[src/axi_addr_fifo.sv]
/*
 * Address channel FIFO
 * Circular buffer that queues AW or AR requests for the data paths
 */

module axi_addr_fifo #(
  parameter type         ax_t  = logic,
  parameter int unsigned DEPTH = 2
) (
  input  logic clk_i,
  input  logic rst_n_i,
  input  logic push_i,
  input  ax_t  data_i,
  output logic full_o,
  input  logic pop_i,
  output ax_t  data_o,
  output logic empty_o
);

  localparam int unsigned PTR_W = (DEPTH > 1) ? $clog2(DEPTH) : 1;
  localparam int unsigned CNT_W = $clog2(DEPTH + 1);

  ax_t              mem_q [DEPTH];
  logic [PTR_W-1:0] rd_ptr_q;
  logic [PTR_W-1:0] wr_ptr_q;
  logic [CNT_W-1:0] count_q;
  logic             do_push;
  logic             do_pop;

  assign full_o  = (count_q == CNT_W'(DEPTH));
  assign empty_o = (count_q == '0);
  assign data_o  = mem_q[rd_ptr_q];

  assign do_push = push_i && !full_o;
  assign do_pop  = pop_i && !empty_o;

  always_ff @(posedge clk_i) begin
    if (!rst_n_i) begin
      rd_ptr_q <= '0;
      wr_ptr_q <= '0;
      count_q  <= '0;
    end else begin
      if (do_push) begin
        wr_ptr_q <= (wr_ptr_q == PTR_W'(DEPTH - 1)) ? '0 : wr_ptr_q + 1'b1;
      end
      if (do_pop) begin
        rd_ptr_q <= (rd_ptr_q == PTR_W'(DEPTH - 1)) ? '0 : rd_ptr_q + 1'b1;
      end
      if (do_push && !do_pop) begin
        count_q <= count_q + 1'b1;
      end else if (do_pop && !do_push) begin
        count_q <= count_q - 1'b1;
      end
    end
  end

  // Entry storage
  always_ff @(posedge clk_i) begin
    if (do_push) begin
      mem_q[wr_ptr_q] <= data_i;
    end
  end

  // Upstream must honour ready, the data path must honour the level
  assert property (@(posedge clk_i) disable iff (!rst_n_i) push_i |-> !full_o)
    else $error("push into full address FIFO");
  assert property (@(posedge clk_i) disable iff (!rst_n_i) pop_i |-> !empty_o)
    else $error("pop from empty address FIFO");

endmodule

[config.mk]
export PLATFORM = sky130hd
export DESIGN_NAME = axi_addr_fifo
export DESIGN_NICKNAME = d
export VERILOG_FILES = /design/src/axi_addr_fifo.sv
export SDC_FILE = /design/constraint.sdc
export NUM_CORES = 1
export LEC_CHECK = 0
export BUFFER_PORTS_ARGS = -buffer_cell sky130_fd_sc_hd__buf_4
export CAP_MARGIN = 20
export CORE_AREA = 10 10 47 49
export CTS_CLUSTER_DIAMETER = 60
export CTS_CLUSTER_SIZE = 20
export DETAILED_ROUTE_END_ITERATION = 8
export DIE_AREA = 0 0 57 59
export PLACE_DENSITY = 0.44
export SLEW_MARGIN = 30
export SYNTH_ARGS = -nofsm -noshare
export SYNTH_HDL_FRONTEND = slang
export SYNTH_SLANG_ARGS = --single-unit
export TNS_END_PERCENT = 100
[constraint.sdc]
create_clock -name clk_i -period 2.1 [get_ports clk_i]
set_input_delay 0.105 -clock clk_i [delete_from_list [all_inputs] [get_ports clk_i]]
set_output_delay 0.105 -clock clk_i [all_outputs]
set_load 0.005 [all_outputs]
== Word-level counts from Yosys, hierarchy flattened ==
Memory sizes are Yosys's and may differ from the RTL's. A register that Yosys moved wholly into a read port is not among the register bits.
Cells that the tools add are included.
Widths: inputs -> output; s select.

* Add/sub/neg operators: 4
* Equal/unequal tests: 1
* Multiplexer cells: 8
* Reductions and logical operators: 10

{| class="wikitable"
|+ Operator list
! kind !! count
|-
| $mux 1 || 6
|-
| $logic_and 1x1->1 || 4
|-
| $logic_not 1->1 || 4
|-
| $mux 2 || 2
|-
| $add 1x1->1 const B || 2
|-
| $add 2x1->2 const B || 1
|-
| $eq 2x2->1 const B || 1
|-
| $logic_not 2->1 || 1
|-
| $reduce_bool 2->1 || 1
|-
| $sub 2x1->2 const B || 1
|}

* Register bits: 4
* Memory bits (writable): 2
* Output and inout port bits: 3
* Memories: 1

{| class="wikitable"
|+ Memories
! name !! depth !! width !! read ports !! clocked after Yosys merged registers in !! write ports !! line !! source
|-
| mem_q || 2 || 1 || 1 || 1 || 1 || 23 || <nowiki>ax_t mem_q [DEPTH];</nowiki>
|}

== Logic depth before layout (Yosys ltp) ==
* Depth after elaboration: 7
* Mapped depth: 7
* Depth with buffers taken out: 7

== Least setup slack after synthesis ==
No wires, ideal clock.

* Kind: reg-to-reg
* From: reg count_q[0]
* To: reg count_q[1]
* Setup time: 0.070 ns
* Arrival: 1.384 ns
* Setup slack: 0.646 ns
* Cell stages (with the launch flop): 7
* Clock period less this slack: 1.454 ns
* Cell sequence: dfxtp_1 nand2b_1 inv_2 nor2_1 ha_1 or3_1 a21boi_1

* Cells in the longest elaborated chain, start to end: 6
* Elaborated cells between the ends (all ways): 15
* Classes of those cells: add/sub: 2; eq/ne: 1; mux: 2; reduce/logical: 10

{| class="wikitable"
|+ RTL lines
! what !! line !! source
|-
| start: declaration || 26 || <nowiki>logic [CNT_W-1:0] count_q;</nowiki>
|-
| start signal: assignment || 50 || <nowiki>count_q <= count_q + 1'b1;</nowiki>
|-
| start signal: assignment || 52 || <nowiki>count_q <= count_q - 1'b1;</nowiki>
|-
| $eq 2x2->1 (*) || 30 || <nowiki>assign full_o = (count_q == CNT_W'(DEPTH));</nowiki>
|-
| via full_o || 14 || <nowiki>output logic full_o,</nowiki>
|-
| $logic_not 1->1 (*) || 34 || <nowiki>assign do_push = push_i && !full_o;</nowiki>
|-
| $logic_and 1x1->1 (*) || 34 ||
|-
| $logic_not 1->1 || 51 || <nowiki>end else if (do_pop && !do_push) begin</nowiki>
|-
| $logic_and 1x1->1 || 51 ||
|-
| $reduce_bool 2->1 (no source line) || n/a ||
|}

The timed path passes the listed nets; every way through them passes the cells marked *. The select of a mux whose other input is x is not followed.
A chain may end at the register's enable or synchronous reset.

== Worst setup path in the final report ==
* From: reg count_q[0]
* To: reg count_q[1]

* Cells in the longest elaborated chain, start to end: 6
* Elaborated cells between the ends (all ways): 15
* Classes of those cells: add/sub: 2; eq/ne: 1; mux: 2; reduce/logical: 10

{| class="wikitable"
|+ RTL lines
! what !! line
|-
| $eq 2x2->1 / $logic_not 2->1 (equally long branches) || 30, 31
|-
| $logic_not 1->1, on equally long branches || 34, 35
|-
| $logic_and 1x1->1, on equally long branches || 34, 35
|-
| $logic_not 1->1, on equally long branches || 51, 49
|-
| $logic_and 1x1->1, on equally long branches || 51, 49
|-
| $reduce_bool 2->1 (no source line) / $mux 2 (equally long branches) || n/a
|}

Parallel ways exist; a longest one is shown, timed or not. The select of a mux whose other input is x is not followed.

==> impl.org <==
** Drt
- Summed over all layers, the routed wires come to between 600 and 700 um.
- Count of routing violations after the opening detailed-route iteration :: 1
- The pre-antenna-repair detailed-routing pass consisted of 2 iterations.
- The detail route stage leaves a number of antenna-violating nets equal to 0.
- In the final routed layout, each cell accounts on average for between 10 and 15 um.
- Dividing the detail-routed via count by the number of cells gives 4.15.
- DRC :: 0
- Via count :: 228

** Logic synthesis
- Cell type contributing the most total cell area after synthesis :: dfxtp_1
- Mean instance size in the synthesized netlist :: 10.9 um2
- Sequential fraction of the synthesis area :: between 50 and 60%
- Cell types with the largest area share after synthesis :: dfxtp_1 (33%), edfxtp_1 (20%), and2_1 (6.1%)
- Top-area cell type share of the netlist area :: 32.8%
- When the netlist entered floorplanning its net count stood at 34.
- Number of warning messages in the yosys log :: 0
- Syn Inst Count :: 28
- After synthesis the cells add up to approximately 310 um2.
- Cell variety after synth :: 19
- Seq cells post-synth :: 7

** Clock tree
- Clock sinks :: 7
- Clock-pin slew was measured on the worst setup and hold paths at 0.06 ns.
- Maximum number of buffers from clock root to sink :: 2
- Buffers inserted by post-CTS timing repair :: 0
- TritonCTS clock tree :: built
- Post-cts gate resize count :: 0
- In this run the number of H-tree levels came out at 1.
- In this run, CTS created clock tree buffers numbering 3.
- Clock latency on the worst-skew pair :: about 0.26 ns
- In this run, post-CTS hold repair placed 0 buffers.
- The cell sitting at the root of the clock tree is a clkbuf_4.

** Critical path
- Walking the worst path, the cells encountered are nand2b_1 -> inv_2 -> nor2_1 -> ha_1 -> or3_1 -> a21boi_1.
- Arrival time of the worst setup path :: 1.78 ns
- Counting cells, the worst reg-to-reg path comes to 6.
- FF-to-FF End :: count_q[1]
- STA classifies the critical path endpoint as a flop.
- STA classifies the critical path startpoint as a flop.
- Depth of the critical timing path with buffers and inverters included :: 6
- Type of the worst setup path :: reg2reg
- The cell family contributing the most delay on the critical path is simple AND/OR/NAND/NOR gates.
- Data on the critical path is required at its endpoint by between 2 and 2.5 ns.
- Worst path max stage delay :: 0.41 ns
- Total buffers and inverters traversed by the critical path :: 1
- Critical path's slowest cell :: dfxtp_1
- The worst register-to-register path begins at count_q[0].
- Reg-to-reg setup timing slack :: 0.51 ns
- Peak fanout along the critical path :: 5

** Floorplan
- # rows :: 14
- The floorplan step set the die width to 57 um.
- Core area :: 1400 um2
- Floorplan die area :: roughly 3400 um2
- DIE HEIGHT :: between 50 and 60 um
- Effective utilization at floorplan :: around 22%
- For this design the top-level I/O count stands at 8.

** Min path
- The worst hold path terminates at mem_q[0].
- Hold Crit Class :: in2reg
- Source of the worst hold timing path :: data_i
- Along the worst hold path, the cell count comes to 1.

** GRT
- Global-route usage over all layers :: under 10%
- The via count of the first global-routing pass is 264.
- The first global-routing pass estimated 1.10 mm of wire.
- The initial antenna violation count came to 0.
- For this run the aggregate overflow at the end of global routing stands at 0.
- Maximum number of pins on one net before global-route repair :: 6

** Place
- At the end of routability-driven placement, the weighted congestion stood at 0.665.
- Including well taps, the total number of placed cells is 51.
- Post-DP Area :: 378 um2
- Input and output buffers added on the ports amount to 7.

** Power and ir drop
- Across the VDD grid, the largest voltage drop is 0.566 mV.
- Dividing total power by cell area gives a power density of approximately 1300 nW/um2.
- After layout, the design draws a total of 0.000545 W.
- The analysis attributes to cell leakage a power of between 0.15 and 0.2 nW.

** STA
- At the pin with the least slew margin, the transition time is 0.241 ns.
- Counting I/O delays and the setup requirement, the final critical path takes 1.59 ns.
- The number of pins exceeding their max-slew limit in the final report was 0.
- Across the routed clock network, the largest skew measured is 0.00173 ns.
- For the final routed database, the setup TNS stands at 0 ns.
- Setup violations remaining at the end of the flow were counted as 0.
- Fmax :: 0.629 GHz
- After layout, the worst path uses about three quarters of the clock period.
- Setup repair after global routing left no endpoint under its margin.
- Final-report hold violation count :: 0
- Measured against its own limit, the worst slew margin works out to 83.8%.

** Job
- Max-cap violation count :: 0

** Layout
- Number of standard cells in the layout, taps in and fillers out :: 55
- From synthesis to final layout, the design area changed by 32.8%.
- The number of antenna diodes in the final layout is 0.
- Filler cells :: 161
- Cells fill 28.9% of the core in the end.
- Of the cells placed in the final design, the portion with a size suffix greater than 1 is 35.9%.
- Number of nets in the layout :: 46
- Final design area excluding fillers :: 405 um2

** Outcome
- The flow ran to the end, and the final reports show no timing, DRC or antenna violations.
layer usage:
layer | GRT usage, % | vias to the layer above | share of wire, %
met4 | 6.04 | 0 | 6.4
met1 | 4.07 | 101 | 38
met3 | 2.15 | 4 | 6.0
met5 | 0 | - | 0
li1 | - | 117 | -
met2 | 6.51 | 6 | 49
cell type report:
class	count	area, um2	area share (%)
clock buffer	3	22.5	5.56
clock inverter	1	5.00	1.23
inverter	2	7.51	1.85
multi-input combinational	19	138	34.0
sequential	7	160	39.5
tap	16	20.0	4.94
timing repair buffer	7	52.6	13.0
cell usage after synthesis:
master    count
xor2_1        1
inv_1         1
dfxtp_1       5
and2_1        3
o21a_1        1
xnor2_1       2
o21ai_1       1
nand2b_1      1
edfxtp_1      2
o21ai_0       1
and3_1        1
ha_1          1
mux2_2        1
inv_2         1
or3_1         1
a21boi_1      1
a21boi_0      1
nor2_1        2
nor3_2        1
cell usage in the layout, fill, tap and decap left out:
| cell | netlist | layout |
|---|---|---|
| inv_2 | 1 | 1 |
| buf_4 | 0 | 7 |
| nor3_2 | 1 | 1 |
| xnor2_1 | 2 | 2 |
| clkinv_2 | 0 | 1 |
| and3_1 | 1 | 1 |
| mux2_2 | 1 | 1 |
| xor2_1 | 1 | 1 |
| o21a_1 | 1 | 1 |
| a21boi_1 | 1 | 1 |
| and2_1 | 3 | 3 |
| inv_1 | 1 | 1 |
| o21ai_0 | 1 | 1 |
| dfxtp_1 | 5 | 5 |
| or3_1 | 1 | 1 |
| clkbuf_4 | 0 | 3 |
| nor2_1 | 2 | 2 |
| a21boi_0 | 1 | 1 |
| o21ai_1 | 1 | 1 |
| edfxtp_1 | 2 | 2 |
| ha_1 | 1 | 1 |
| nand2b_1 | 1 | 1 |
metrics by stage:
step | worst slack [ns] | hold WS (ns)
after detailed placement | 0.493 | 0.294
after floorplan | 0.646 | 0.204
after CTS | 0.489 | 0.0233
after global placement | 0.545 | 0.292
final | 0.510 | 0.0281
after global routing | 0.366 | 0.0207
cells by family (layout without fill, tap and decap cells):
group / after synthesis / count (layout) / synth area share, %
multiplexers: 1 / 1 / 3.69
flip-flops: 7 / 7 / 52.5
buffers and inverters: 2 / 13 / 2.46
XOR/XNOR: 3 / 3 / 8.61
AND/OR/NAND/NOR: 9 / 9 / 18.0
AO/OA/AOI/OAI: 5 / 5 / 10.7
adder cells (fa/ha/maj): 1 / 1 / 4.10
how the worst max path moves through the flow:
stage,startpoint,endpoint,slack [ns]
5_1_grt,count_q[0],count_q[1],0.37
6_report,count_q[0],count_q[1],0.51
3_3_place_gp,count_q[0],count_q[1],0.55
3_5_place_dp,count_q[0],count_q[1],0.49
2_1_floorplan,count_q[0],count_q[1],0.65
4_1_cts,count_q[0],count_q[1],0.49
power by group:
group          total [W]  switching [W]  internal [W]
sequential      0.000212      0.0000310      0.000181
clock           0.000127      0.0000566     0.0000699
combinational   0.000206      0.0000884      0.000118
total           0.000545       0.000176      0.000369
worst register-to-register path, cell delays in order, from the launching register on:
cell      delay (ns)
dfxtp_1         0.41
nand2b_1        0.18
inv_2           0.06
nor2_1          0.12
ha_1            0.27
or3_1           0.35
a21boi_1        0.13
Power figures use the tool's default switching activity.
