$ cat config.mk
export PLATFORM = sky130hd
export DESIGN_NAME = axi_mem_read
export DESIGN_NICKNAME = d
export VERILOG_FILES = /design/src/axi_mem_pkg.sv /design/src/axi_beat_addr.sv /design/src/axi_mem_read.sv
export VERILOG_INCLUDE_DIRS = /design/src /design/src/src
export SDC_FILE = /design/constraint.sdc
export NUM_CORES = 1
export LEC_CHECK = 0
export BUFFER_PORTS_ARGS = -buffer_cell sky130_fd_sc_hd__buf_2
export CORE_ASPECT_RATIO = 1.75
export CORE_UTILIZATION = 58
export DETAILED_ROUTE_END_ITERATION = 8
export PLACE_DENSITY = 0.92
export SYNTH_ARGS = -nofsm -noshare
export SYNTH_HDL_FRONTEND = slang
export SYNTH_SLANG_ARGS = --single-unit
$ cat constraint.sdc
create_clock -name clk_i -period 11.4 [get_ports clk_i]
set_input_delay 1.71 -clock clk_i [delete_from_list [all_inputs] [get_ports clk_i]]
set_output_delay 1.71 -clock clk_i [all_outputs]
set_load 0.005 [all_outputs]
$ cat src/axi_mem_settings.svh
/*
 * AXI memory subordinate settings
 * Bus widths, RAM depth and the depth of the AW and AR queues
 */

`ifndef AXI_MEM_SETTINGS_SVH
`define AXI_MEM_SETTINGS_SVH

// Byte address width of AW and AR
`define AXI_MEM_ADDR_WIDTH 16

// Data bus width, one RAM word per beat
`define AXI_MEM_DATA_WIDTH 32

// Transaction ID width
`define AXI_MEM_ID_WIDTH 4

// RAM depth in words
// Addresses beyond this wrap around
`define AXI_MEM_WORDS 1024

// Entries per address queue
`define AXI_MEM_FIFO_DEPTH 4

`endif

$ cat src/axi_mem_pkg.sv
/*
 * AXI memory subordinate types
 * Burst and response codes, channel payloads and the request/response structs
 */

`include "axi_mem_settings.svh"

package axi_mem_pkg;

  // Basic field types
  typedef logic [`AXI_MEM_ADDR_WIDTH-1:0]   addr_t;
  typedef logic [`AXI_MEM_DATA_WIDTH-1:0]   data_t;
  typedef logic [`AXI_MEM_DATA_WIDTH/8-1:0] strb_t;
  typedef logic [`AXI_MEM_ID_WIDTH-1:0]     id_t;
  typedef logic [$clog2(`AXI_MEM_WORDS)-1:0] word_idx_t;

  typedef logic [7:0] len_t;
  typedef logic [2:0] size_t;

  typedef enum logic [1:0] {
    BURST_FIXED = 2'b00,
    BURST_INCR  = 2'b01,
    BURST_WRAP  = 2'b10
  } burst_t;

  // Only OKAY is ever returned
  typedef enum logic [1:0] {
    RESP_OKAY   = 2'b00,
    RESP_EXOKAY = 2'b01,
    RESP_SLVERR = 2'b10,
    RESP_DECERR = 2'b11
  } resp_t;

  // Shared by AW and AR
  typedef struct packed {
    id_t    id;
    addr_t  addr;
    len_t   len;
    size_t  size;
    burst_t burst;
  } ax_chan_t;

  typedef struct packed {
    data_t data;
    strb_t strb;
    logic  last;
  } w_chan_t;

  typedef struct packed {
    id_t   id;
    resp_t resp;
  } b_chan_t;

  typedef struct packed {
    data_t data;
    id_t   id;
    resp_t resp;
    logic  last;
  } r_chan_t;

  // Manager to subordinate
  typedef struct packed {
    ax_chan_t aw;
    logic     aw_valid;
    w_chan_t  w;
    logic     w_valid;
    logic     b_ready;
    ax_chan_t ar;
    logic     ar_valid;
    logic     r_ready;
  } axi_req_t;

  // Subordinate to manager
  typedef struct packed {
    logic    aw_ready;
    logic    ar_ready;
    logic    w_ready;
    b_chan_t b;
    logic    b_valid;
    r_chan_t r;
    logic    r_valid;
  } axi_rsp_t;

endpackage

$ cat src/axi_beat_addr.sv
/*
 * AXI beat address generator
 * Combinational next-beat address for FIXED, INCR and WRAP bursts
 */

module axi_beat_addr (
  input  axi_mem_pkg::addr_t  addr_i,
  input  axi_mem_pkg::len_t   len_i,
  input  axi_mem_pkg::size_t  size_i,
  input  axi_mem_pkg::burst_t burst_i,
  output axi_mem_pkg::addr_t  next_addr_o
);

  axi_mem_pkg::addr_t beat_bytes;
  axi_mem_pkg::addr_t aligned_addr;
  axi_mem_pkg::addr_t incr_addr;
  axi_mem_pkg::addr_t wrap_mask;

  assign beat_bytes = axi_mem_pkg::addr_t'(1) << size_i;

  // Align down to the beat size, then step one beat
  assign aligned_addr = addr_i & ~(beat_bytes - axi_mem_pkg::addr_t'(1));
  assign incr_addr    = aligned_addr + beat_bytes;

  // Window is beat size times beat count, a power of two for legal WRAP lengths
  assign wrap_mask = ((axi_mem_pkg::addr_t'(len_i) + axi_mem_pkg::addr_t'(1)) << size_i)
                     - axi_mem_pkg::addr_t'(1);

  always_comb begin
    case (burst_i)
      axi_mem_pkg::BURST_FIXED: begin
        next_addr_o = addr_i;
      end
      axi_mem_pkg::BURST_INCR: begin
        next_addr_o = incr_addr;
      end
      axi_mem_pkg::BURST_WRAP: begin
        // Upper bits stay in the window, lower bits roll over
        next_addr_o = (addr_i & ~wrap_mask) | (incr_addr & wrap_mask);
      end
      default: begin
        // Reserved burst type treated as FIXED
        next_addr_o = addr_i;
      end
    endcase
  end

endmodule

$ cat src/axi_mem_read.sv
/*
 * AXI read path
 * Walks each queued AR burst out of the RAM, one read in flight,
 * and presents the beats on R through an output register
 */

module axi_mem_read (
  input  logic                   clk_i,
  input  logic                   rst_n_i,
  input  axi_mem_pkg::ax_chan_t  ar_i,
  input  logic                   ar_empty_i,
  output logic                   ar_pop_o,
  output logic                   re_o,
  output axi_mem_pkg::word_idx_t raddr_o,
  input  axi_mem_pkg::data_t     rdata_i,
  output axi_mem_pkg::r_chan_t   r_o,
  output logic                   r_valid_o,
  input  logic                   r_ready_i
);

  localparam int unsigned OFF_W = $clog2($bits(axi_mem_pkg::strb_t));
  localparam int unsigned IDX_W = $bits(axi_mem_pkg::word_idx_t);

  axi_mem_pkg::len_t    beat_cnt_q;
  logic                 in_burst_q;
  axi_mem_pkg::addr_t   cur_addr_q;
  axi_mem_pkg::addr_t   beat_addr;
  axi_mem_pkg::addr_t   next_addr;
  logic                 last_beat;
  logic                 inflight_q;
  axi_mem_pkg::id_t     inflight_id_q;
  logic                 inflight_last_q;
  logic                 r_valid_q;
  axi_mem_pkg::r_chan_t r_q;
  logic                 out_free;
  logic                 issue;
  logic                 move;

  assign beat_addr = in_burst_q ? cur_addr_q : ar_i.addr;
  assign last_beat = (beat_cnt_q == ar_i.len);

  // Output register empty or being taken this cycle
  assign out_free = !r_valid_q || r_ready_i;
  // RAM data register doubles as the in-flight slot
  assign move     = inflight_q && out_free;
  assign issue    = !ar_empty_i && out_free;
  assign ar_pop_o = issue && last_beat;

  axi_beat_addr i_beat_addr (
    .addr_i      (beat_addr),
    .len_i       (ar_i.len),
    .size_i      (ar_i.size),
    .burst_i     (ar_i.burst),
    .next_addr_o (next_addr)
  );

  assign re_o    = issue;
  assign raddr_o = beat_addr[OFF_W +: IDX_W];

  always_ff @(posedge clk_i) begin
    if (!rst_n_i) begin
      beat_cnt_q <= '0;
      in_burst_q <= 1'b0;
      inflight_q <= 1'b0;
      r_valid_q  <= 1'b0;
    end else begin
      if (issue) begin
        beat_cnt_q <= last_beat ? '0 : beat_cnt_q + 1'b1;
        in_burst_q <= !last_beat;
      end
      if (issue) begin
        inflight_q <= 1'b1;
      end else if (move) begin
        inflight_q <= 1'b0;
      end
      if (move) begin
        r_valid_q <= 1'b1;
      end else if (r_ready_i) begin
        r_valid_q <= 1'b0;
      end
    end
  end

  always_ff @(posedge clk_i) begin
    if (issue && !last_beat) begin
      cur_addr_q <= next_addr;
    end
    if (issue) begin
      inflight_id_q   <= ar_i.id;
      inflight_last_q <= last_beat;
    end
    if (move) begin
      r_q.data <= rdata_i;
      r_q.id   <= inflight_id_q;
      r_q.resp <= axi_mem_pkg::RESP_OKAY;
      r_q.last <= inflight_last_q;
    end
  end

  assign r_o       = r_q;
  assign r_valid_o = r_valid_q;

  // A stalled beat must not change or vanish
  assert property (@(posedge clk_i) disable iff (!rst_n_i)
                   r_valid_o && !r_ready_i |=> r_valid_o && $stable(r_o))
    else $error("R changed while stalled");

endmodule

; ---- Word level (Yosys, flattened, before mapping)
; Index checks and enable logic that the tools add are counted.
[word_totals]
elab_cells = 43
regBits = 69
in_bits = 69
out_inout_bits = 52
[classes]
addsub = 5
n_shift = 2
muxes = 7
reduce_logical = 10
eq_ne = 3
bitwise = 6
[ops]
columns = op, n
row1 = $and A16 B16 Y16, 3
row2 = $not A16 Y16, 2
row3 = $pmux W16 S2, 1
row4 = $sub A16 B1 Y16 const B, 2
row5 = $add A16 B16 Y16, 1
row6 = $mux W16, 1
row7 = $or A16 B16 Y16, 1
row8 = $shl A1 B3 Y16 const A, 1
row9 = $shl A16 B3 Y16, 1
row10 = $add A8 B1 Y9 const B, 1
row11 = $add A8 B1 Y8 const B, 1
row12 = $eq A8 B8 Y1, 1
row13 = $mux W8, 1
row14 = $logic_and A1 B1 Y1, 4
row15 = $mux W1, 4
row16 = $reduce_bool A2 Y1, 2
row17 = $logic_not A1 Y1, 3
row18 = $eq A2 B1 Y1 const B, 1
row19 = $eq A2 B2 Y1 const B, 1
row20 = $logic_or A1 B1 Y1, 1

; ---- Longest topological paths before layout
[depth]
depth_word = 8
mapped_depth = 16
depth_no_buf = 12

; ---- Modules after synthesis
; From an unflattened synthesis, not the netlist that was laid out.
[hier_totals]
hier_cells = 516
hier_area_um2 = 5096.1
[by_module_without_submodules]
columns = mod, cells_per_inst, n_inst, area_each_um2, seq_area_each_um2
row1 = axi_mem_read, 153, 1, 2638.8, 1961.9
row2 = axi_beat_addr, 363, 1, 2457.4, 0.0

; ---- Worst setup path after synthesis
; Ideal clock, no wire load.
[synth_timing]
path_type = input to register
from = input port ar_i[2] (netlist bit)
to = register cur_addr_q[8] (data pin)
t_arrival_ns = 4.694
setup_ns = 0.265
stages = 14
required_time_ns = 11.135
slack_ns = 6.440
n_path_buf = 3
cell_sequence = buf_6 buf_6 or3_1 ha_1 clkbuf_1 xor2_1 o311a_1 ha_1 nor3_1 nor2_1 nand2_1 mux2_2 and4_1 or3_1
[synth_between]
elab_chain_cells = 8
elab_cells_between_ends = 12
cone_classes = add/sub: 3 / shift: 2 / mux: 1 / bitwise: 6
[synth_rtl]
columns = item, line_no
row1 = "start, declared", axi_mem_read.sv:10  ; input axi_mem_pkg::ax_chan_t ar_i,
row2 = $shl A1 B3 Y16, axi_beat_addr.sv:19  ; assign beat_bytes = axi_mem_pkg::addr_t'(1) << size_i;
row3 = $sub A16 B1 Y16, axi_beat_addr.sv:22  ; assign aligned_addr = addr_i & ~(beat_bytes - axi_mem_pkg::addr_t'(1));
row4 = $not A16 Y16, axi_beat_addr.sv:22
row5 = $and A16 B16 Y16, axi_beat_addr.sv:22
row6 = $add A16 B16 Y16, axi_beat_addr.sv:23  ; assign incr_addr = aligned_addr + beat_bytes;
row7 = $and A16 B16 Y16, axi_beat_addr.sv:39  ; next_addr_o = (addr_i & ~wrap_mask) | (incr_addr & wrap_mask);
row8 = $or A16 B16 Y16, axi_beat_addr.sv:39
row9 = $pmux W16 S2 *, axi_beat_addr.sv:30  ; case (burst_i)
row10 = via i_beat_addr.next_addr_o[8], axi_beat_addr.sv:11  ; output axi_mem_pkg::addr_t next_addr_o
row11 = "end signal, assigned", axi_mem_read.sv:86  ; cur_addr_q <= next_addr;
row12 = "end, declared", axi_mem_read.sv:26  ; axi_mem_pkg::addr_t cur_addr_q;
; The timed path passes the listed nets; every way through them passes the cells marked *.
; A chain may end at the register's enable or synchronous reset.

; ---- Worst setup path in the final report
; Ends and elaborated chain as after synthesis.

==> reports/qor.yml <==
critical_path:
  cp.depth: 12
  cp-end-kind: "register"
  reg2reg_depth: 11
  path_cells: "buf_2 -> or3_1 -> ha_1 -> xor2_1 -> o311a_1 -> ha_1 -> nor3_1 -> nor2_1 -> nand2_1 -> mux2_2 -> and4_1 -> or3_1"
  worst_path_largest_cell_delay_ns: 0.53
  crit_buf_inv: 1
  critPathLaunchType: "input port"
  r2r-start: "in_burst_q$_SDFFE_PN0P_"
  slowest_stage: "or3_1"
  critical_path.max_fanout: 45
  critPathLaunch: "ar_i[2]"
  cp.required_ns: 11.47
  critical-path-top-delay-family: "simple AND/OR/NAND/NOR gates"
  critPathKind: "in -> reg"
  cp.arrival_ns: 5.11
final_layout:
  layoutNonFillerInstCount: 655
  regArea_sq_um: 1840
  areaGrowthSynthToFinish_pct: 17.3
  final_layout_size_suffix_gt1_share_pct: 28.4
  multi_input_area_sq_um: 2520
  diodes: 0
  nFillCells: 544
  final_area_sq_um: 5410
  nets: 641
detailed_routing:
  ant_nets: 0
  wl_per_cell_um: 18.9
  dr.pass1.iters: 6
  drtIter0Drc: 359
  num_vias: 4232
  drc: 0
  wirelength_um: 12400
  via_per_inst: 6.46
timing:
  period_needed_ns: 5.04
  tns_ns: 0
  finalClockSkew_ns: 0.00820
  fin_ws_ns: 6.36
  drv_slew: 0
  setup_viol: 0
  slew_headroom_pct: 23.2
  fin_crit_sh_pct: 44.3
  tightest_slew_ns: 1.15
  hold_violations: 0
  rsz0062_at_grt: "false"
  max_freq_mhz: 198
clock_tree:
  cts_num_sinks: 65
  clk_path_buf_depth: 2
  clk_pin_slew_ns: 0.05
  numCtsBuffers: 9
  cts_hold_buf: 0
  cts_resized: 0
  clk_latency_ns: 0.34
  cts_tree: "yes"
  h-tree-depth: 3
  cts-root-buf: "clkbuf_16"
  cts_setup_buffers: 0
grt:
  grt_pass1_wl_um: 19900
  grt_antenna_before_repair: 0
  grt_pass1_vias: 4156
  grt-ovfl-total: 0
  grt_max_degree: 46
  grt_usage_pct: 30.2
logic_synthesis:
  synth_edf_count: 54
  synth_top_area_share_pct: 35.1
  synthCells: 466
  yosysWarnings: 0
  synthArstFlopShare_pct: 0
  ys_seq_area_share_pct: 39.9
  syn_area_sq_um: 4620
  synthTopCellsByArea: "edfxtp_1, dfxtp_1, xor2_1, nor2_1, nand2_1"
  synth_top_area_cell: "edfxtp_1"
  synth_cell_types: 84
  ys_ff_latch: 65
  syn_avg_cell_area_sq_um: 9.90
  ys.flop_type: "edfxtp_1"
placement:
  place_area_sq_um: 5090
  portBuffers: 114
  dp_cells: 639
  post-place-ws_ns: 6.06
  gp_congestion: 0.987
  dp_hpwl_um: 8870
power:
  cellPowerDensity_nw_per_um2: 135
  leakage_nw: 2.17
  ir_drop_uv: 84.4
die:
  rows: 42
  initial_core_util_pct: 60.6
  fp.coreArea_sq_um: 7620
  die_w_um: 69.4
  die_area_sq_um: 8330
  chipHeight_um: 120
  io_pins: 121
worst_hold_path:
  hold_depth: 0
  min_from: "inflight_id_q[2]$_DFFE_PP_"
  hold_class: "reg -> reg"
flow_run:
  maxCapViolCount: 0
run_status:
  status: "finished clean"
[worst reg2reg max path: cells and delay by family (launching register included)]
family | cells | cell delay, ns
fa+ha+maj | 1 | 0.24
xor+xnor | 1 | 0.12
simple gates | 4 | 0.95
compound gates | 3 | 0.70
mux | 2 | 0.79
flops | 1 | 0.81
[cells in the mapped netlist, types with 7 or more instances]
master    count
a21oi_1      16
a31oi_1       8
buf_2         8
clkbuf_1      8
dfxtp_1      11
edfxtp_1     54
ha_1         10
inv_1        11
mux2_2       10
mux2i_1       9
nand2_1      36
nand2b_1      8
nand3_1      23
nand4_1       9
nor2_1       38
nor2b_1      11
nor3_1        8
o211ai_1      7
o21ai_0      14
xnor2_1      10
xor2_1       21
[area by class of cell]
| class | instances | area share (%) |
|---|---|---|
| clock buffer | 9 | 4.16 |
| timing repair buffer | 114 | 10.5 |
| tap | 88 | 2.03 |
| clock inverter | 7 | 1.71 |
| sequential | 65 | 34.0 |
| inverter | 14 | 0.971 |
| multi-input combinational | 358 | 46.6 |
[cells by family after synthesis]
family                   synth area share [%]
XOR/XNOR                                 5.88
multiplexers                             4.93
buffers and inverters                    5.75
other                                  0.0812
adder cells (fa/ha/maj)                  2.71
flip-flops                               39.9
AO/OA/AOI/OAI                            19.4
AND/OR/NAND/NOR                          21.3
[power breakdown]
part	leakage, nW	switching (mW)	total (mW)	internal, mW
logic	1.41	0.0920	0.155	0.0630
registers	0.605	0.00623	0.281	0.275
clock network	0.152	0.103	0.294	0.191
[path summary, 6_finish.rpt]
kind	end	slack (ns)
max	cur_addr_q[8]$_DFFE_PP_	6.36
min	r_o[5]$_DFFE_PP_	0.41
max reg2reg	cur_addr_q[8]$_DFFE_PP_	7.54
min reg2reg	r_o[5]$_DFFE_PP_	0.41
[placed cells by master, fill, tap and decap left out, drive strengths merged, types with 7 or more instances in the layout]
cell	count
and2	8
nor3	8
nor2b	11
mux2	11
edfxtp	54
xor2	21
buf	114
nor2	38
dfxtp	11
clkbuf	9
a21oi	16
inv	14
xnor2	10
o211ai	7
mux2i	10
o21ai	21
nand2b	8
ha	10
a31oi	9
nand2	36
nand4	10
nand3	23
[registers in the layout, indices dropped and copies added, names as in the netlist]
register	count
r_o	37
r_valid_o	1
inflight_id_q	4
beat_cnt_q	8
inflight_last_q	1
inflight_q	1
in_burst_q	1
cur_addr_q	12
[per-stage QoR]
step | util (%) | hold slack [ns] | total power, mW
finish | 71.0 | 0.414 | 0.730
global route | 71.0 | 0.425 | 0.753
CTS | 71.0 | 0.415 | 0.726
detailed placement | 66.9 | 0.405 | 0.436
global placement | 66.9 | 0.403 | 0.429
floorplan | - | 0.400 | 0.394
[per-layer routing]
metal | up-vias | wire length (um) | track usage [%]
met1 | 2004 | 4340 | 30.5
li1 | 1967 | - | -
met2 | 213 | 6700 | 55.0
met3 | 48 | 768 | 5.96
met5 | - | 0 | 0
met4 | 0 | 584 | 19.8
Power figures use the tool's default switching activity.
