<file path="src/axi_mem_settings.svh">
/*
 * AXI memory subordinate settings
 * Bus widths, RAM depth and the depth of the AW and AR queues
 */

`ifndef AXI_MEM_SETTINGS_SVH
`define AXI_MEM_SETTINGS_SVH

// Byte address width of AW and AR
`define AXI_MEM_ADDR_WIDTH 16

// Data bus width, one RAM word per beat
`define AXI_MEM_DATA_WIDTH 32

// Transaction ID width
`define AXI_MEM_ID_WIDTH 4

// RAM depth in words
// Addresses beyond this wrap around
`define AXI_MEM_WORDS 1024

// Entries per address queue
`define AXI_MEM_FIFO_DEPTH 4

`endif

</file>
<file path="src/axi_mem_pkg.sv">
/*
 * AXI memory subordinate types
 * Burst and response codes, channel payloads and the request/response structs
 */

`include "axi_mem_settings.svh"

package axi_mem_pkg;

  // Basic field types
  typedef logic [`AXI_MEM_ADDR_WIDTH-1:0]   addr_t;
  typedef logic [`AXI_MEM_DATA_WIDTH-1:0]   data_t;
  typedef logic [`AXI_MEM_DATA_WIDTH/8-1:0] strb_t;
  typedef logic [`AXI_MEM_ID_WIDTH-1:0]     id_t;
  typedef logic [$clog2(`AXI_MEM_WORDS)-1:0] word_idx_t;

  typedef logic [7:0] len_t;
  typedef logic [2:0] size_t;

  typedef enum logic [1:0] {
    BURST_FIXED = 2'b00,
    BURST_INCR  = 2'b01,
    BURST_WRAP  = 2'b10
  } burst_t;

  // Only OKAY is ever returned
  typedef enum logic [1:0] {
    RESP_OKAY   = 2'b00,
    RESP_EXOKAY = 2'b01,
    RESP_SLVERR = 2'b10,
    RESP_DECERR = 2'b11
  } resp_t;

  // Shared by AW and AR
  typedef struct packed {
    id_t    id;
    addr_t  addr;
    len_t   len;
    size_t  size;
    burst_t burst;
  } ax_chan_t;

  typedef struct packed {
    data_t data;
    strb_t strb;
    logic  last;
  } w_chan_t;

  typedef struct packed {
    id_t   id;
    resp_t resp;
  } b_chan_t;

  typedef struct packed {
    data_t data;
    id_t   id;
    resp_t resp;
    logic  last;
  } r_chan_t;

  // Manager to subordinate
  typedef struct packed {
    ax_chan_t aw;
    logic     aw_valid;
    w_chan_t  w;
    logic     w_valid;
    logic     b_ready;
    ax_chan_t ar;
    logic     ar_valid;
    logic     r_ready;
  } axi_req_t;

  // Subordinate to manager
  typedef struct packed {
    logic    aw_ready;
    logic    ar_ready;
    logic    w_ready;
    b_chan_t b;
    logic    b_valid;
    r_chan_t r;
    logic    r_valid;
  } axi_rsp_t;

endpackage

</file>
<file path="src/axi_beat_addr.sv">
/*
 * AXI beat address generator
 * Combinational next-beat address for FIXED, INCR and WRAP bursts
 */

module axi_beat_addr (
  input  axi_mem_pkg::addr_t  addr_i,
  input  axi_mem_pkg::len_t   len_i,
  input  axi_mem_pkg::size_t  size_i,
  input  axi_mem_pkg::burst_t burst_i,
  output axi_mem_pkg::addr_t  next_addr_o
);

  axi_mem_pkg::addr_t beat_bytes;
  axi_mem_pkg::addr_t aligned_addr;
  axi_mem_pkg::addr_t incr_addr;
  axi_mem_pkg::addr_t wrap_mask;

  assign beat_bytes = axi_mem_pkg::addr_t'(1) << size_i;

  // Align down to the beat size, then step one beat
  assign aligned_addr = addr_i & ~(beat_bytes - axi_mem_pkg::addr_t'(1));
  assign incr_addr    = aligned_addr + beat_bytes;

  // Window is beat size times beat count, a power of two for legal WRAP lengths
  assign wrap_mask = ((axi_mem_pkg::addr_t'(len_i) + axi_mem_pkg::addr_t'(1)) << size_i)
                     - axi_mem_pkg::addr_t'(1);

  always_comb begin
    case (burst_i)
      axi_mem_pkg::BURST_FIXED: begin
        next_addr_o = addr_i;
      end
      axi_mem_pkg::BURST_INCR: begin
        next_addr_o = incr_addr;
      end
      axi_mem_pkg::BURST_WRAP: begin
        // Upper bits stay in the window, lower bits roll over
        next_addr_o = (addr_i & ~wrap_mask) | (incr_addr & wrap_mask);
      end
      default: begin
        // Reserved burst type treated as FIXED
        next_addr_o = addr_i;
      end
    endcase
  end

endmodule

</file>
<file path="src/axi_mem_write.sv">
/*
 * AXI write path
 * Walks each W burst into the RAM at the queued AW address and returns B
 */

module axi_mem_write (
  input  logic                   clk_i,
  input  logic                   rst_n_i,
  input  axi_mem_pkg::ax_chan_t  aw_i,
  input  logic                   aw_empty_i,
  output logic                   aw_pop_o,
  input  axi_mem_pkg::w_chan_t   w_i,
  input  logic                   w_valid_i,
  output logic                   w_ready_o,
  output axi_mem_pkg::b_chan_t   b_o,
  output logic                   b_valid_o,
  input  logic                   b_ready_i,
  output logic                   we_o,
  output axi_mem_pkg::word_idx_t waddr_o,
  output axi_mem_pkg::data_t     wdata_o,
  output axi_mem_pkg::strb_t     wbe_o
);

  localparam int unsigned OFF_W = $clog2($bits(axi_mem_pkg::strb_t));
  localparam int unsigned IDX_W = $bits(axi_mem_pkg::word_idx_t);

  axi_mem_pkg::len_t  beat_cnt_q;
  logic               in_burst_q;
  axi_mem_pkg::addr_t cur_addr_q;
  axi_mem_pkg::addr_t beat_addr;
  axi_mem_pkg::addr_t next_addr;
  logic               b_valid_q;
  axi_mem_pkg::id_t   b_id_q;
  logic               w_hs;
  logic               last_beat;

  // First beat takes the AW address directly
  assign beat_addr = in_burst_q ? cur_addr_q : aw_i.addr;
  assign last_beat = (beat_cnt_q == aw_i.len);

  // Stall W while a response is still pending
  assign w_ready_o = !aw_empty_i && !b_valid_q;
  assign w_hs      = w_valid_i && w_ready_o;
  assign aw_pop_o  = w_hs && last_beat;

  axi_beat_addr i_beat_addr (
    .addr_i      (beat_addr),
    .len_i       (aw_i.len),
    .size_i      (aw_i.size),
    .burst_i     (aw_i.burst),
    .next_addr_o (next_addr)
  );

  assign we_o    = w_hs;
  assign waddr_o = beat_addr[OFF_W +: IDX_W];
  assign wdata_o = w_i.data;
  assign wbe_o   = w_i.strb;

  always_ff @(posedge clk_i) begin
    if (!rst_n_i) begin
      beat_cnt_q <= '0;
      in_burst_q <= 1'b0;
      b_valid_q  <= 1'b0;
    end else begin
      if (w_hs) begin
        beat_cnt_q <= last_beat ? '0 : beat_cnt_q + 1'b1;
        in_burst_q <= !last_beat;
      end
      if (aw_pop_o) begin
        b_valid_q <= 1'b1;
      end else if (b_ready_i) begin
        b_valid_q <= 1'b0;
      end
    end
  end

  always_ff @(posedge clk_i) begin
    if (w_hs && !last_beat) begin
      cur_addr_q <= next_addr;
    end
    if (aw_pop_o) begin
      b_id_q <= aw_i.id;
    end
  end

  assign b_o.id    = b_id_q;
  assign b_o.resp  = axi_mem_pkg::RESP_OKAY;
  assign b_valid_o = b_valid_q;

  // Manager's WLAST must agree with the AW length
  assert property (@(posedge clk_i) disable iff (!rst_n_i) w_hs |-> (w_i.last == last_beat))
    else $error("WLAST does not match AWLEN");

endmodule

</file>
<file path="config.mk">
export PLATFORM = sky130hd
export DESIGN_NAME = axi_mem_write
export DESIGN_NICKNAME = d
export VERILOG_FILES = /design/src/axi_mem_pkg.sv /design/src/axi_beat_addr.sv /design/src/axi_mem_write.sv
export VERILOG_INCLUDE_DIRS = /design/src /design/src/src
export SDC_FILE = /design/constraint.sdc
export NUM_CORES = 1
export LEC_CHECK = 0
export ABC_AREA = 1
export BUFFER_PORTS_ARGS = -buffer_cell sky130_fd_sc_hd__buf_2
export CAP_MARGIN = 20
export CORE_MARGIN = 2
export CORE_UTILIZATION = 45
export DETAILED_ROUTE_END_ITERATION = 8
export GPL_TIMING_DRIVEN = 0
export MAX_ROUTING_LAYER = met4
export PLACE_DENSITY = 0.72
export SLEW_MARGIN = 10
export SYNTH_ARGS = -nofsm -noshare
export SYNTH_HDL_FRONTEND = slang
export SYNTH_HIERARCHICAL = 1
export SYNTH_SLANG_ARGS = --single-unit
</file>
<file path="constraint.sdc">
create_clock -name clk_i -period 2.7 [get_ports clk_i]
set_input_delay 0.405 -clock clk_i [delete_from_list [all_inputs] [get_ports clk_i]]
set_output_delay 0.405 -clock clk_i [all_outputs]
set_load 0.01 [all_outputs]
</file>
# --- Word-level counts from Yosys, hierarchy flattened ---
# Index checks and enable logic that the tools add are counted.
word_totals:
  regBits: 30
  inputBits: 75
  out_inout_bits: 56
  word_cells: 34
op_classes:
  addsub: 5
  n_eq_ne: 3
  shifts: 2
  muxes: 5
  bitwise: 6
  n_reduce_logical: 8
op_table:
  columns: ["cell", "count"]
  rows:
  - ["bitwise AND 16 bit", 3]
  - ["inverter 16 bit", 2]
  - ["case mux 16 bit (2 select lines)", 1]
  - ["subtractor 16 x 1 -> 16 bit (second input constant)", 2]
  - ["adder 16 bit", 1]
  - ["2-to-1 mux 16 bit", 1]
  - ["OR 16 bit", 1]
  - ["<< shifter 1 x 3 -> 16 bit (first input constant)", 1]
  - ["<< shifter 16 x 3 -> 16 bit", 1]
  - ["adder 8 x 1 -> 9 bit (second input constant)", 1]
  - ["adder 8 x 1 -> 8 bit (second input constant)", 1]
  - ["== test 8 bit", 1]
  - ["2-to-1 mux 8 bit", 1]
  - ["logical AND 1 bit", 4]
  - ["logical NOT 1 bit", 3]
  - ["== test 2 x 1 -> 1 bit (second input constant)", 1]
  - ["== test 2 bit (second input constant)", 1]
  - ["2-to-1 mux 1 bit", 2]
  - ["nonzero test 2 bit", 1]

# --- Depth between registers and ports, before layout ---
# Gate-level depths: netlist (run 1).
logic_depth:
  ltp_word: 8
  ltp_mapped: 18
  ltp_nobuf: 18

# --- Hierarchy ---
# The synthesis (run 1) kept the hierarchy.
by_module_without_submodules:
  columns: ["mod", "instances", "cells_per_inst", "area_each_um2", "seq_area_each_um2"]
  rows:
  - ["axi_beat_addr", 1, 476, 2473.6, 0.0]
  - ["axi_mem_write", 1, 169, 1757.9, 800.8]

# --- Least setup slack after synthesis (run 1) ---
# No wires, ideal clock.
synth_timing:
  path_kind: "register to register"
  from: "register in_burst_q"
  to: "register cur_addr_q[12] (data pin)"
  setup_time_ns: 0.256
  t_arrival_ns: 2.182
  required_time_ns: 2.444
  slack_ns: 0.262
  path_stages_with_launch: 15
  n_path_buf: 2
  synth_period_minus_slack_ns: 2.438
  cell_sequence: "dfxtp_1 buf_2 buf_2 mux2_2 inv_1 nor2_1 nor2_2 inv_1 nor2_1 a21oi_1 a21oi_1 xor2_1 o21ai_0 inv_1 a21oi_1"
synth_between:
  elab_chain_cells: 6
  elab_cells_between_ends: 7
  cone_classes: "1 x add/sub; 2 x mux; 4 x bitwise"
synth_rtl:
  columns: ["item", "line_no", "rtl"]
  rows:
  - ["from (decl)", "axi_mem_write.sv:28", "logic in_burst_q;"]
  - ["from (signal assigned)", "axi_mem_write.sv:67", "in_burst_q <= !last_beat;"]
  - ["2-to-1 mux 16 bit *", "axi_mem_write.sv:38", "assign beat_addr = in_burst_q ? cur_addr_q : aw_i.addr;"]
  - ["via beat_addr[6]", "axi_mem_write.sv:30", "axi_mem_pkg::addr_t beat_addr;"]
  - ["bitwise AND 16 bit *", "axi_beat_addr.sv:22", "assign aligned_addr = addr_i & ~(beat_bytes - axi_mem_pkg::addr_t'(1));"]
  - ["adder 16 bit *", "axi_beat_addr.sv:23", "assign incr_addr = aligned_addr + beat_bytes;"]
  - ["bitwise AND 16 bit", "axi_beat_addr.sv:39", "next_addr_o = (addr_i & ~wrap_mask) | (incr_addr & wrap_mask);"]
  - ["OR 16 bit", "axi_beat_addr.sv:39", null]
  - ["case mux 16 bit (2 select lines) *", "axi_beat_addr.sv:30", "case (burst_i)"]
  - ["via next_addr[12]", "axi_mem_write.sv:31", "axi_mem_pkg::addr_t next_addr;"]
  - ["to (signal assigned)", "axi_mem_write.sv:79", "cur_addr_q <= next_addr;"]
  - ["to (decl)", "axi_mem_write.sv:29", "axi_mem_pkg::addr_t cur_addr_q;"]
# Mark *: on every way through the listed nets, which the timed path passes. The rest lies on a longest branch.
# A chain may end at the register's enable or synchronous reset.

# --- Final worst setup path (run 1) ---
layout_timing:
  from: "register in_burst_q"
  to: "register cur_addr_q[6] (data pin)"
# Same word-level chain as after synthesis.

==> results of run 1 <==
[state kept, by name (all words and copies together) (netlist names)]
| signal | flops |
|---|---|
| beat_cnt_q | 8 |
| cur_addr_q | 12 |
| in_burst_q | 1 |
| b_id_q | 4 |
| b_valid_o | 1 |
[where the power goes]
group	leakage [nW]	switching [mW]	internal [mW]
Sequential	0.231	0.00558	0.443
Clock	0.0339	0.151	0.162
Combinational	1.95	0.381	0.267
Total	2.21	0.538	0.872
[stage by stage]
step	area, µm²	hold slack, ns	instances	power (mW)
3_3_place_gp	4208	0.4739	733	1.079
6_report	4312	0.2854	738	1.410
3_5_place_dp	4208	0.4744	733	1.094
2_1_floorplan	3650	0.4822	545	0.9346
4_1_cts	4277	0.2771	737	1.411
5_1_grt	4312	0.2673	738	1.511
[how the worst min path moves through the flow]
stage | startpoint | end | slack (ns) | depth (start not counted)
after floorplan | beat_cnt_q[1] | beat_cnt_q[1] | 0.48 | 2
after global placement | b_valid_o | b_valid_o | 0.47 | 2
after detailed placement | b_valid_o | b_valid_o | 0.47 | 2
after CTS | aw_i[30] | b_id_q[1] | 0.28 | 1
after global routing | aw_i[30] | b_id_q[1] | 0.27 | 1
final | aw_i[29] | b_id_q[0] | 0.29 | 1
[routing by layer]
| metal | vias up | track usage, % |
|---|---|---|
| li1 | 1877 | - |
| met1 | 1614 | 24.37 |
| met2 | 122 | 37.02 |
| met3 | 9 | 2.247 |
| met4 | 0 | 4.469 |
| met5 | - | - |
[layout make-up]
cell class / count / area, µm²
fillers: 756 / 3496
multi-input cells: 382 / 2261
flip-flops and latches: 26 / 680.7
plain buffers: 64 / 462.9
repair buffers: 87 / 437.9
inverters: 73 / 275.3
well taps: 102 / 127.6
clock buffers: 4 / 66.31
[layout by cell type, fill, tap and decap left out, types with 10 or more instances in the layout]
cell,instances
nand2_1,122
buf_2,90
inv_1,62
nand3_1,54
buf_4,51
nor2_1,33
nand3_2,21
nand2_2,19
nor2_2,17
edfxtp_1,16
xor2_1,12
mux2_2,11
xnor2_1,10
inv_2,10
dfxtp_1,10
o21ai_0,10
[what timing repair did]
| action | CTS | global route |
|---|---|---|
| gates resized for setup | 1 | 10 |
| hold buffers | 0 | 0 |
| pin swaps | 0 | 1 |
| endpoints found under the setup margin | 2 | 6 |
| cloned | 0 | 0 |
==> reports/summary.txt, run 1 <==
status = complete, no violations
worst reg2reg path depth = 15
Setup WS post-layout = 0.1822 ns
clock buffer count from CTS = 3
drt total wl = 8.706 mm
CP most frequent cell = inv_1
critical path depth = 15
Cell Pwr Density = 327.0 nW/µm²
global route overflow = 0
Buffers on Ports = 86
Vias = 3,622
Final Skew = 0.005848 ns
gr usage total = 20.44%
slowest CP cell = dfxtp_1
Crit path largest cell delay = 0.34 ns
CTS sink count = 26
Pleak = 2.211 nW
CP Class = flip-flop to flip-flop
vias in the first global route = 3,247
Setup TNS Final = 0 ns
die area = 8838 µm²
clk slew on worst S/H paths = 0.11 ns
die height = 94.01 µm
crit path from = in_burst_q
Worst path top cell family by delay = buffers and inverters
Via density = 4.908
Starting Density = 46.70%
initial antenna violation count = 0
worst min path class = input port to flip-flop
maximum vdd drop = 0.0001902 V
deepest clock path buffer count = 2
diode count = 0
First-pass DRT Iterations = 5
met3 WL = 525 µm
fin nets = 721
post-CTS setup buffer count = 0
DR WL/cell = 11.80 µm
Detail Route Antenna Nets = 0
CTS tree = done
layout cell share with drive strength beyond 1 = 39.31%
length of routed met2 wiring = 4.277 mm
first-pass GRT wire length = 14.28 mm
Ys Warns = 6
MaxCap Viol Count = 0
IO Pins = 131
Root Buffer Master = clkbuf_8
starting DRC count in detailed routing = 209
R2R Path Start = in_burst_q
utilization after layout = 55.22%
RR Endpoint = cur_addr_q[6]
largest net degree at the start of global routing = 16
gpl congestion = 0.9006
Mapped Area = 3646 µm²
RSZ-0062 raised after global routing = yes
area grow syn2layout = 18.26%
Top Metal Used = met4
final slew viol count = 0
post-DP HPWL = 7.164 mm
Setup Viol. Count Final = 0
Worst setup SP type = flip-flop
crit path buf inv count = 5
core area = 7807 µm²
Max Clock Freq = 397.2 MHz
worst setup path endpoint = cur_addr_q[6]
Mapped Avg Cell Area = 6.702 µm²
maximum net fanout on the critical path = 7
Rows = 32
Hold Violations, Final = 0
Critical Path RT = 2.72 ns
drc violations = 0
Crit. End Element = flip-flop
H-tree levels = 1
reg2reg setup slack = 0.18 ns
Syn Inst Count = 544
min cycle time layout = 2.518 ns
setup slack at placement = -0.08896 ns
Die Wd = 94.01 µm
final worst path period share = 93.25%
CP arrival = 2.54 ns
DRT met1 WL = 3.801 mm
CP cell instances = buf_6 -> mux2_4 -> inv_1 -> nor2_1 -> ha_1 -> inv_1 -> o21ai_1 -> inv_1 -> nand2_2 -> nand2_1 -> nand2_1 -> xor2_1 -> inv_1 -> o211ai_1 -> a31oi_1
clk_lat worst skew = 0.29 ns
Note: power is estimated with default switching activity, not from simulation.
==> inputs of run 2 (changes only) <==
CORE_MARGIN = 1   (was 2)
==> run 2 against run 1 <==
Effect of this change:
- first-iteration DRC count is 42% lower
- global-route usage increased by 1.1 points
- wire length down 0.90%
- clock power increased by 1%
- die area decreased by 4.2%
- final area is 0.23% higher
- via count shrank 1.2%
- largest cell class unchanged
- hold slack got worse by 0.0030 ns
- combinational power barely moved
- largest power group unchanged
- count of clock-buffer cells in the layout unchanged
- critical endpoint is now cur_addr_q[10]
- maximum frequency is 0.12% higher
- utilization rose by 0.41 points
==> reports/summary.txt, run 2 (synthesized netlist as in run 1, its figures left out) <==
status = complete, no violations
maximum vdd drop = 0.0001640 V (-14%)
Tot Pwr = 1.413 mW (+0.21%)
Worst setup SP type = flip-flop
Die Wd = 92.01 µm (-2.1%)
DR WL/cell = 11.66 µm (-1.2%)
diode count = 0 (unchanged)
drt total wl = 8.628 mm (-0.90%)
Setup WS post-layout = 0.1852 ns (+0.002977 ns)
largest net degree at the start of global routing = 16 (unchanged)
IO Pins = 131 (unchanged)
Max Clock Freq = 397.6 MHz (+0.12%)
RSZ-0062 raised after global routing = no
layout cell share with drive strength beyond 1 = 39.66% (+0.35 points)
Root Buffer Master = clkbuf_8
min cycle time layout = 2.515 ns (-0.002977 ns)
Net Sw Power = 0.5379 mW (about the same)
Pint = 0.8752 mW (+0.34%)
Sequential cell area = 681.9 µm² (+0.18%)
initial antenna violation count = 0 (unchanged)
first-pass GRT wire length = 14.55 mm (+1.9%)
Rows = 32 (unchanged)
Top Registers = cur_addr_q: 12 flops, beat_cnt_q: 8 flops, b_id_q: 4 flops
Setup TNS Final = 0 ns (unchanged)
Net Sw Frac = 38.06% (-0.079 points)
setup slack at placement = -0.1154 ns (-0.02643 ns)
post-DP HPWL = 7.182 mm (+0.25%)
maximum net fanout on the critical path = 7 (unchanged)
die height = 92.01 µm (-2.1%)
global route overflow = 0 (unchanged)
max reg flops = 12 (unchanged)
most flop-heavy register = cur_addr_q
utilization after layout = 55.64% (+0.41 points)
Pleak = 2.219 nW (+0.36%)
MaxCap Viol Count = 0 (unchanged)
Detail Route Antenna Nets = 0 (unchanged)
Critical Path RT = 2.76 ns (+0.04 ns)
final slew viol count = 0 (unchanged)
CP Class = flip-flop to flip-flop
Starting Density = 46.94% (+0.24 points)
clk slew on worst S/H paths = 0.11 ns (about the same)
deepest clock path buffer count = 2 (unchanged)
filler instances = 768 (+1.6%)
Hold Violations, Final = 0 (unchanged)
Multi-input gate area = 2255 µm² (-0.28%)
Via density = 4.836 (-1.5%)
Cell Pwr Density = 327.0 nW/µm² (about the same)
Buffers on Ports = 86 (unchanged)
CTS sink count = 26 (unchanged)
die area = 8466 µm² (-4.2%)
gr usage total = 21.54% (+1.1 points)
gpl congestion = 0.8902 (-1.2%)
hold_buf cts = 0 (unchanged)
most common cell after layout, fill and taps aside = nand2_1
Setup Viol. Count Final = 0 (unchanged)
Seq pwr share = 31.8% (about the same)
fin nets = 723 (+0.28%)
Final Skew = 0.003055 ns (-0.002794 ns)
core area = 7767 µm² (-0.51%)
CTS tree = done
Vias = 3,579 (-1.2%)
Crit. End Element = flip-flop
starting DRC count in detailed routing = 122 (-42%)
area grow syn2layout = 18.53%
final worst path period share = 93.14% (-0.11 points)
H-tree levels = 1 (unchanged)
vias in the first global route = 3,380 (+4.1%)
clock buffer count from CTS = 3 (unchanged)
commonest non-fill, non-tap cells in the layout = nand2_1, buf_2, inv_1
drc violations = 0 (unchanged)
worst min path class = input port to flip-flop
Worst Hold Slack = 0.2824 ns (-0.003009 ns)
CP arrival = 2.57 ns (+0.03 ns)
Clock power frac = 22.4% (+0.2 points)
Comb pwr share = 45.8% (-0.2 points)
clk_lat worst skew = 0.29 ns (about the same)
First-pass DRT Iterations = 4 (-1)
[run 2: worst max-delay path: stages (launching register included)]
cell      delay (ns)
dfxtp_2         0.34
buf_6           0.13
mux2_2          0.35
inv_1           0.08
nor2_1          0.05
ha_1            0.28
inv_1           0.12
o21bai_1        0.11
a21oi_1         0.22
nand2_1         0.08
nand2_1         0.12
o21ai_1         0.09
o21ai_1         0.10
nand2_1         0.07
nand3_1         0.09
a21oi_2         0.06
[run 2: through the flow]
| step | cell area, µm² | instances |
|---|---|---|
| finish | 4322 | 740 |
| global route | 4322 | 740 |
| global placement | 4208 | 733 |
| detailed placement | 4208 | 733 |
| CTS | 4277 | 737 |
| floorplan | 3650 | 545 |
[run 2: worst paths after layout]
| check | start | depth (start not counted) | end | slack (ns) |
|---|---|---|---|---|
| min | aw_i[32] | 1 | b_id_q[3] | 0.28 |
| max reg2reg | in_burst_q | 15 | cur_addr_q[10] | 0.19 |
| max | in_burst_q | 15 | cur_addr_q[10] | 0.19 |
| min reg2reg | b_valid_o | 2 | b_valid_o | 0.52 |
[run 2: cell type report]
cell class	count	share of cell area (%)
sequential	26	15.78
timing repair buffer	89	10.48
clock buffer	4	1.534
inverter	73	6.369
buffer	64	10.71
multi-input combinational	382	52.17
tap	102	2.953
[run 2: power by group through the flow]
stage | clock network (mW) | registers [mW] | logic [mW]
after floorplan | 0 | 0.456 | 0.478
after global placement | 0 | 0.457 | 0.624
after detailed placement | 0 | 0.458 | 0.635
after CTS | 0.325 | 0.449 | 0.639
after global routing | 0.335 | 0.451 | 0.720
final | 0.317 | 0.449 | 0.647
[run 2: what timing repair did]
action,CTS,global route
gates resized for setup,1,10
buffers inserted,0,2
pin swaps,0,3
endpoints found under the setup margin,1,6
[run 2: routing by layer]
layer | global-route usage (%) | part of all wire [%] | vias to the layer above
li1 | - | - | 1881
met2 | 38.18 | 48 | 115
met5 | - | 0 | -
met1 | 25.62 | 46 | 1572
met4 | 7.552 | 1.6 | 0
met3 | 1.575 | 4.7 | 11
